[src/logic/desc_wrback_pkg.sv]
// ##########################################################################
// Descriptor write-back format
// ##########################################################################

package desc_wrback_pkg;

    // Avalon-MM write master widths for the standard descriptor layout
    localparam int ADDR_WIDTH = 32;
    localparam int DATA_WIDTH = 32;
    localparam int BE_WIDTH   = DATA_WIDTH / 8;

    typedef logic [ADDR_WIDTH-1:0] addr_t;
    typedef logic [DATA_WIDTH-1:0] data_t;
    typedef logic [BE_WIDTH-1:0]   be_t;

    // Status word from the dispatcher
    localparam int STATUS_WIDTH = 256;
    typedef logic [STATUS_WIDTH-1:0] status_t;

    // Response FIFO word with the descriptor pointer low and the control word high
    localparam int RESP_WIDTH = 64;
    typedef logic [RESP_WIDTH-1:0] resp_t;

    // Field positions inside the status word
    localparam int ERR_LSB        = 32;
    localparam int ERR_MSB        = 39;
    localparam int EARLY_TERM_BIT = 40;
    localparam int XFER_IRQ_BIT   = 41;
    localparam int ERR_IRQ_LSB    = 42;
    localparam int ERR_IRQ_MSB    = 49;
    localparam int EARLY_IRQ_BIT  = 50;

    // Descriptor offsets of the three fields written back
    localparam addr_t BYTES_OFFSET   = 32'd16;
    localparam addr_t STATUS_OFFSET  = 32'd20;
    localparam addr_t CONTROL_OFFSET = 32'd28;

    // Status is a 16-bit field, so only the low two lanes are written
    localparam be_t BYTES_BE   = 4'hf;
    localparam be_t STATUS_BE  = 4'h3;
    localparam be_t CONTROL_BE = 4'hf;

    // Hardware ownership bit of the control word
    localparam int OWNED_BIT = 30;

    localparam int NUM_BEATS = 3;
    typedef logic [$clog2(NUM_BEATS)-1:0] beat_cnt_t;

endpackage

[src/logic/desc_wrback.sv]
// ##########################################################################
// Descriptor write-back engine
// ##########################################################################

module desc_wrback
    import desc_wrback_pkg::*;
(
    input  logic       clk,
    input  logic       reset,
    input  logic       run,
    input  logic       reset_prefetcher,
    input  logic       park_mode,

    // Status stream from the dispatcher
    input  logic       st_snk_valid,
    input  status_t    st_snk_data,
    output logic       st_snk_ready,

    // Response FIFO read side
    input  resp_t      resp_fifo_rdata,
    output logic       get_resp_fifo,

    // Avalon-MM write master
    input  logic       mm_write_waitrequest,
    input  logic       mm_write_writeresponsevalid,
    output addr_t      mm_write_address,
    output data_t      mm_write_writedata,
    output be_t        mm_write_byteenable,
    output logic       mm_write_write,

    // Interrupt logic and CSR side
    output logic       write_back_done,
    output logic [7:0] error,
    output logic       early_termination,
    output logic       transfer_complete_irq_mask,
    output logic [7:0] error_irq_mask,
    output logic       early_termination_irq_mask,
    output logic       reset_complete
);

    logic start_beats;
    logic writes_accepted;
    logic responses_done;

    desc_wrback_ctrl u_ctrl (
        .clk              (clk),
        .reset            (reset),
        .run              (run),
        .reset_prefetcher (reset_prefetcher),
        .st_snk_valid     (st_snk_valid),
        .writes_accepted  (writes_accepted),
        .responses_done   (responses_done),
        .start_beats      (start_beats),
        .get_resp_fifo    (get_resp_fifo),
        .st_snk_ready     (st_snk_ready),
        .reset_complete   (reset_complete)
    );

    desc_wrback_beat_gen u_beats (
        .clk                         (clk),
        .reset                       (reset),
        .start_beats                 (start_beats),
        .park_mode                   (park_mode),
        .mm_write_waitrequest        (mm_write_waitrequest),
        .mm_write_writeresponsevalid (mm_write_writeresponsevalid),
        .st_snk_data                 (st_snk_data),
        .resp_fifo_rdata             (resp_fifo_rdata),
        .mm_write_address            (mm_write_address),
        .mm_write_writedata          (mm_write_writedata),
        .mm_write_byteenable         (mm_write_byteenable),
        .mm_write_write              (mm_write_write),
        .writes_accepted             (writes_accepted),
        .responses_done              (responses_done)
    );

    // The write-back is done when the status word is consumed
    assign write_back_done = st_snk_ready;

    assign error                      = st_snk_data[ERR_MSB:ERR_LSB];
    assign early_termination          = st_snk_data[EARLY_TERM_BIT];
    assign transfer_complete_irq_mask = st_snk_data[XFER_IRQ_BIT];
    assign error_irq_mask             = st_snk_data[ERR_IRQ_MSB:ERR_IRQ_LSB];
    assign early_termination_irq_mask = st_snk_data[EARLY_IRQ_BIT];

endmodule

[src/logic/desc_wrback_beat_gen.sv]
// ##########################################################################
// Write-back beat generator
// ##########################################################################

module desc_wrback_beat_gen
    import desc_wrback_pkg::*;
(
    input  logic    clk,
    input  logic    reset,
    input  logic    start_beats,
    input  logic    park_mode,
    input  logic    mm_write_waitrequest,
    input  logic    mm_write_writeresponsevalid,
    input  status_t st_snk_data,
    input  resp_t   resp_fifo_rdata,
    output addr_t   mm_write_address,
    output data_t   mm_write_writedata,
    output be_t     mm_write_byteenable,
    output logic    mm_write_write,
    output logic    writes_accepted,
    output logic    responses_done
);

    // The counters run down, so the first beat has the highest count
    localparam beat_cnt_t BEAT_BYTES   = beat_cnt_t'(NUM_BEATS - 1);
    localparam beat_cnt_t BEAT_STATUS  = beat_cnt_t'(1);
    localparam beat_cnt_t BEAT_CONTROL = beat_cnt_t'(0);

    beat_cnt_t req_cnt;
    beat_cnt_t req_cnt_nxt;
    beat_cnt_t resp_cnt;
    beat_cnt_t resp_cnt_nxt;
    logic      owned_snap;
    logic      write_accept;
    logic      load_beat;
    addr_t     desc_ptr;
    data_t     ctrl_word;
    addr_t     beat_addr;
    data_t     beat_data;
    be_t       beat_be;

    assign write_accept    = mm_write_write && !mm_write_waitrequest;
    assign writes_accepted = write_accept && (req_cnt == BEAT_CONTROL);
    assign responses_done  = mm_write_writeresponsevalid && (resp_cnt == BEAT_CONTROL);

    always_comb begin
        if (start_beats) begin
            req_cnt_nxt = BEAT_BYTES;
        end else if (write_accept && (req_cnt != BEAT_CONTROL)) begin
            req_cnt_nxt = req_cnt - 1'b1;
        end else begin
            req_cnt_nxt = req_cnt;
        end
    end

    // Responses come back in order, one per accepted write
    always_comb begin
        if (start_beats) begin
            resp_cnt_nxt = BEAT_BYTES;
        end else if (mm_write_writeresponsevalid && (resp_cnt != BEAT_CONTROL)) begin
            resp_cnt_nxt = resp_cnt - 1'b1;
        end else begin
            resp_cnt_nxt = resp_cnt;
        end
    end

    always_ff @(posedge clk or posedge reset) begin
        if (reset) begin
            req_cnt  <= BEAT_CONTROL;
            resp_cnt <= BEAT_CONTROL;
        end else begin
            req_cnt  <= req_cnt_nxt;
            resp_cnt <= resp_cnt_nxt;
        end
    end

    // Park mode is sampled once per write-back so a CSR change during the
    // beats cannot give the descriptor a mixed ownership value
    always_ff @(posedge clk or posedge reset) begin
        if (reset) begin
            owned_snap <= 1'b0;
        end else if (start_beats) begin
            owned_snap <= park_mode;
        end
    end

    assign desc_ptr = resp_fifo_rdata[ADDR_WIDTH-1:0];

    always_comb begin
        ctrl_word            = resp_fifo_rdata[RESP_WIDTH-1 -: DATA_WIDTH];
        ctrl_word[OWNED_BIT] = owned_snap;
    end

    always_comb begin
        beat_addr = '0;
        beat_data = '0;
        beat_be   = '0;
        case (req_cnt_nxt)
            BEAT_BYTES: begin
                beat_addr = desc_ptr + BYTES_OFFSET;
                beat_data = st_snk_data[DATA_WIDTH-1:0];
                beat_be   = BYTES_BE;
            end
            BEAT_STATUS: begin
                beat_addr = desc_ptr + STATUS_OFFSET;
                beat_data = data_t'(st_snk_data[EARLY_TERM_BIT:ERR_LSB]);
                beat_be   = STATUS_BE;
            end
            BEAT_CONTROL: begin
                beat_addr = desc_ptr + CONTROL_OFFSET;
                beat_data = ctrl_word;
                beat_be   = CONTROL_BE;
            end
            default: begin
                beat_be = '0;
            end
        endcase
    end

    // New content on start and after every accepted write but the last
    assign load_beat = start_beats || (write_accept && (req_cnt != BEAT_CONTROL));

    always_ff @(posedge clk or posedge reset) begin
        if (reset) begin
            mm_write_address    <= '0;
            mm_write_writedata  <= '0;
            mm_write_byteenable <= '0;
        end else if (load_beat) begin
            mm_write_address    <= beat_addr;
            mm_write_writedata  <= beat_data;
            mm_write_byteenable <= beat_be;
        end
    end

    always_ff @(posedge clk or posedge reset) begin
        if (reset) begin
            mm_write_write <= 1'b0;
        end else if (mm_write_write) begin
            mm_write_write <= !writes_accepted;
        end else begin
            mm_write_write <= start_beats;
        end
    end

endmodule

[src/logic/desc_wrback_ctrl.sv]
// ##########################################################################
// Descriptor write-back FSM
// ##########################################################################

module desc_wrback_ctrl (
    input  logic clk,
    input  logic reset,
    input  logic run,
    input  logic reset_prefetcher,
    input  logic st_snk_valid,
    input  logic writes_accepted,
    input  logic responses_done,
    output logic start_beats,
    output logic get_resp_fifo,
    output logic st_snk_ready,
    output logic reset_complete
);

    localparam logic [2:0] S_IDLE     = 3'd0;
    localparam logic [2:0] S_WAIT_ST  = 3'd1;
    localparam logic [2:0] S_WR_REQ   = 3'd2;
    localparam logic [2:0] S_WR_WAIT  = 3'd3;
    localparam logic [2:0] S_WR_PEND  = 3'd4;
    localparam logic [2:0] S_WR_DONE  = 3'd5;
    localparam logic [2:0] S_ST_READY = 3'd6;

    logic [2:0] state;
    logic [2:0] state_nxt;
    logic       idle_state;
    logic       wait_st_state;
    logic       wr_done_state;
    logic       st_ready_state;
    logic       reset_complete_nxt;

    always_ff @(posedge clk or posedge reset) begin
        if (reset) begin
            state <= S_IDLE;
        end else begin
            state <= state_nxt;
        end
    end

    always_comb begin
        state_nxt = state;
        case (state)
            S_IDLE: begin
                if (run && !reset_prefetcher) begin
                    state_nxt = S_WAIT_ST;
                end
            end
            S_WAIT_ST: begin
                // A reset request can arrive while the dispatcher has nothing
                // left to report, so it must not be stuck waiting here
                if (reset_prefetcher) begin
                    state_nxt = S_IDLE;
                end else if (st_snk_valid) begin
                    state_nxt = S_WR_REQ;
                end
            end
            S_WR_REQ: begin
                state_nxt = S_WR_WAIT;
            end
            S_WR_WAIT: begin
                if (writes_accepted) begin
                    state_nxt = S_WR_PEND;
                end
            end
            S_WR_PEND: begin
                if (responses_done) begin
                    state_nxt = S_WR_DONE;
                end
            end
            S_WR_DONE: begin
                state_nxt = S_ST_READY;
            end
            S_ST_READY: begin
                if (reset_prefetcher) begin
                    state_nxt = S_IDLE;
                end else begin
                    state_nxt = S_WAIT_ST;
                end
            end
            default: begin
                state_nxt = S_IDLE;
            end
        endcase
    end

    assign idle_state     = (state == S_IDLE);
    assign wait_st_state  = (state == S_WAIT_ST);
    assign wr_done_state  = (state == S_WR_DONE);
    assign st_ready_state = (state == S_ST_READY);

    assign start_beats = (state == S_WR_REQ);

    // The response FIFO has a read latency of 2, so it is popped one cycle
    // ahead of the stream ready to have the next entry settled in time
    // for a back-to-back write-back
    assign get_resp_fifo = wr_done_state;

    always_ff @(posedge clk or posedge reset) begin
        if (reset) begin
            st_snk_ready <= 1'b0;
        end else begin
            st_snk_ready <= wr_done_state;
        end
    end

    // Reset completes only outside a write-back and then holds until
    // the request is withdrawn
    assign reset_complete_nxt = reset_complete ? reset_prefetcher :
        (reset_prefetcher && (idle_state || wait_st_state || st_ready_state));

    always_ff @(posedge clk or posedge reset) begin
        if (reset) begin
            reset_complete <= 1'b0;
        end else begin
            reset_complete <= reset_complete_nxt;
        end
    end

endmodule

[config.mk]
export PLATFORM = sky130hd
export DESIGN_NAME = desc_wrback
export DESIGN_NICKNAME = d
export VERILOG_FILES = /design/src/logic/desc_wrback_pkg.sv /design/src/logic/desc_wrback.sv /design/src/logic/desc_wrback_beat_gen.sv /design/src/logic/desc_wrback_ctrl.sv
export SDC_FILE = /design/constraint.sdc
export NUM_CORES = 1
export LEC_CHECK = 0
export BUFFER_PORTS_ARGS = -buffer_cell sky130_fd_sc_hd__buf_4
export CORE_AREA = 2 2 165 167
export CTS_BUF_LIST = sky130_fd_sc_hd__clkbuf_16
export CTS_CLUSTER_DIAMETER = 120
export DETAILED_ROUTE_END_ITERATION = 12
export DIE_AREA = 0 0 167 169
export HOLD_SLACK_MARGIN = 0.03
export MAX_ROUTING_LAYER = met4
export PLACE_DENSITY = 0.52
export SLEW_MARGIN = 30
export SYNTH_ARGS = -nofsm -noshare
export SYNTH_HDL_FRONTEND = slang
export SYNTH_HIERARCHICAL = 1
export SYNTH_SLANG_ARGS = --single-unit
export TNS_END_PERCENT = 10
[constraint.sdc]
create_clock -name clk -period 11 [get_ports clk]
set_clock_uncertainty 0.2 [all_clocks]
set_input_delay 1.1 -clock clk [delete_from_list [all_inputs] [get_ports clk]]
set_output_delay 1.1 -clock clk [all_outputs]
set_load 0.005 [all_outputs]
==> qor.csv <==
metric;value;unit
status;finished, final reports clean;
crit_slowest_cell;or4b_1;
cts_tree;yes;
grt_pass1_wl;27.1;mm
yosysWarnings;6;
area_delta_synth_final;41.6;%
core;26500;sq um
path_clk_slew;60;ps
initial_core_util;0.175;
numPortBuffers;193;
path_cells;buf_4 -> nor3b_2 -> mux2_2 -> nor2_1 -> ha_1 -> a211o_1 -> or4b_1 -> nor2_2 -> o21ai_2 -> or4_1 -> nand3_1;
cts.path.max_buffers;2;
cts_resized;0;
design.portCount;420;
finalSetupViolations;0;
grt_usage;0.130;
layout_worst_path_cycle_share;0.416;
insertion_delay;350;ps
yosys_most_used_dff;dfrtp_1;
p_per_area;266;nW/um^2
path_max_fanout;15;
p_leak;2.99;nW
hold_buffers;0;
cts_htree_levels;3;
synth_edf_count;0;
setup_tns;0;ps
first_pass_iters;5;
clock.fmax;0.219;GHz
layout.nets;1006;
multi_input_area;2390;sq um
synth_area;4650;sq um
worstMarginPinSlew;763;ps
grt_pass1_vias;4479;
hold_viol;0;
synth.net_count;848;
die_x;167;um
maxCapViolations;0;
critPathLaunchType;input port;
fillers;2891;
slew_viol_final;0;
ys_ff_latch;77;
drive_above_1_share;0.343;
cts_setup_buffers;0;
seqCellArea;1930;sq um
required;11080;ps
wl_per_cell;17.8;um
dp_hpwl;13.5;mm
vias;4587;
drc;0;
critical_path_arrival;4650;ps
cpPeakStageDelay;640;ps
post-route-min-period;4570;ps
drt_iter0_markers;272;
cts-buffers-inserted;9;
synth_cells;514;
grt.overflow.total;0;
fin_util;0.248;
num_rows;60;
ys_seq_area_frac;0.414;
antenna_found_initial;1;
ys_async_sr_fraction;1.00;
viasPerCell;4.50;
vdd_ir_drop_max;0.0000933;V
slew_headroom;0.491;
worst_hold_path_type;reg2reg;
die_area;28200;sq um
rsz0062_at_grt;no;
criticalPathCategory;in2reg;
avgSynthCellArea;9.05;sq um
setup.worst_path.end_class;flip-flop;
cts_sinks;77;
ant_nets;0;
die_h;169;um
grt_start_max_net_pins;73;
synth.distinct_cells;67;
place_congestion;0.803;
wirelength;18.1;mm
root_buffer;clkbuf_16;
[per-layer routing]
layer  global-route usage  part of all wire  routed length [um]  up-vias
li1                     -                 -                   -     2177
met1                0.165              0.45                8070     2212
met2                0.194              0.45                8120      174
met3               0.0381             0.079                1440       24
met4               0.0562             0.027                 488        0
met5                    -                 0                   0        -
[final timing paths]
path                                                             from                                    endpoint  slack (ps)  depth (start not counted)
min in group asynchronous                                       reset                 u_ctrl/state[1]$_DFFE_PP0P_         460                          2
hold reg to reg            u_beats/mm_write_writedata[24]$_DFFE_PP0P_  u_beats/mm_write_writedata[24]$_DFFE_PP0P_         280                          2
setup reg to reg                         u_beats/req_cnt[0]$_DFF_PP0_    u_beats/mm_write_address[31]$_DFFE_PP0P_        6480                         12
hold / removal             u_beats/mm_write_writedata[24]$_DFFE_PP0P_  u_beats/mm_write_writedata[24]$_DFFE_PP0P_         280                          2
setup / recovery                                 mm_write_waitrequest    u_beats/mm_write_address[31]$_DFFE_PP0P_        6430                         11
max in group asynchronous                                       reset   u_beats/mm_write_writedata[3]$_DFFE_PP0P_        9330                          3
[per-stage QoR]
step / area (sq um) / setup slack, ps / std cells / hold slack, ps / total power, W
2_1_floorplan: 4650 / 6530 / 514 / 273 / 0.00107
3_3_place_gp: 6270 / 6130 / 1002 / 263 / 0.00145
3_5_place_dp: 6290 / 6010 / 1002 / 271 / 0.00147
4_1_cts: 6580 / 6380 / 1018 / 287 / 0.00179
5_1_grt: 6580 / 6210 / 1019 / 310 / 0.00190
6_report: 6580 / 6430 / 1020 / 279 / 0.00175
[Yosys cell counts (10+ instances only)]
library cell,count,area [sq um]
nand3_1,22,110
o21ai_0,62,310
buf_4,23,173
nor2_1,32,120
a21oi_1,16,80.1
inv_1,15,56.3
clkbuf_1,16,60.1
dfrtp_1,77,1930
nand2_1,62,233
a22oi_1,11,82.6
mux2i_1,32,320
a32oi_1,10,87.6
[registers in the layout, summed over array words and instances, names as in the netlist, 2 cells and up]
name                         count
u_beats/req_cnt                  2
u_beats/mm_write_address        32
u_beats/mm_write_writedata      32
u_beats/mm_write_byteenable      2
u_ctrl/state                     3
u_beats/resp_cnt                 2
[worst max-delay path: cells and delay by family]
kind | cells | cell delay [ps]
AO/OA/AOI/OAI | 2 | 360
adder cells (fa/ha/maj) | 1 | 300
AND/OR/NAND/NOR | 6 | 2130
buffers and inverters | 1 | 120
multiplexers | 1 | 620
[where the power goes]
part           switching, W  total, W  internal [W]
Combinational      0.000543  0.000959      0.000415
Sequential        0.0000771  0.000487      0.000410
Clock              0.000133  0.000308      0.000175
[cell type report]
class / instances / area share
diodes: 2 / 0.000760
well taps: 341 / 0.0648
clock inverters: 7 / 0.00989
multi-input cells: 371 / 0.363
inverters: 17 / 0.00989
flip-flops and latches: 77 / 0.293
clock buffers: 9 / 0.0342
repair buffers: 196 / 0.224
[logic make-up (layout without fill, tap and decap cells)]
family | after synthesis | count (layout) | share of synthesized area
AO/OA/AOI/OAI | 149 | 149 | 0.215
XOR/XNOR | 9 | 9 | 0.0170
adder cells (fa/ha/maj) | 6 | 6 | 0.0178
buffers and inverters | 66 | 229 | 0.0756
flip-flops | 77 | 77 | 0.414
multiplexers | 36 | 36 | 0.0794
other | 0 | 2 | 0
AND/OR/NAND/NOR | 171 | 171 | 0.181
[placed cells by master, fill, tap and decap left out, drive strengths merged, types with 5 or more instances in the layout]
cell / netlist / final
a22oi: 11 / 11
clkbuf: 16 / 9
buf: 33 / 196
inv: 16 / 17
and4: 5 / 5
nor2b: 6 / 6
xor2: 5 / 5
a21oi: 16 / 16
a22o: 5 / 5
nand4: 7 / 7
o211ai: 7 / 7
and3: 5 / 5
nand2: 64 / 64
dfrtp: 77 / 77
o311ai: 11 / 11
ha: 5 / 5
mux2i: 32 / 32
nor2: 33 / 33
o21ai: 63 / 63
nor3: 8 / 8
nand3: 22 / 22
a32oi: 10 / 10
o22ai: 8 / 8
(Power assumes the default switching activity.)
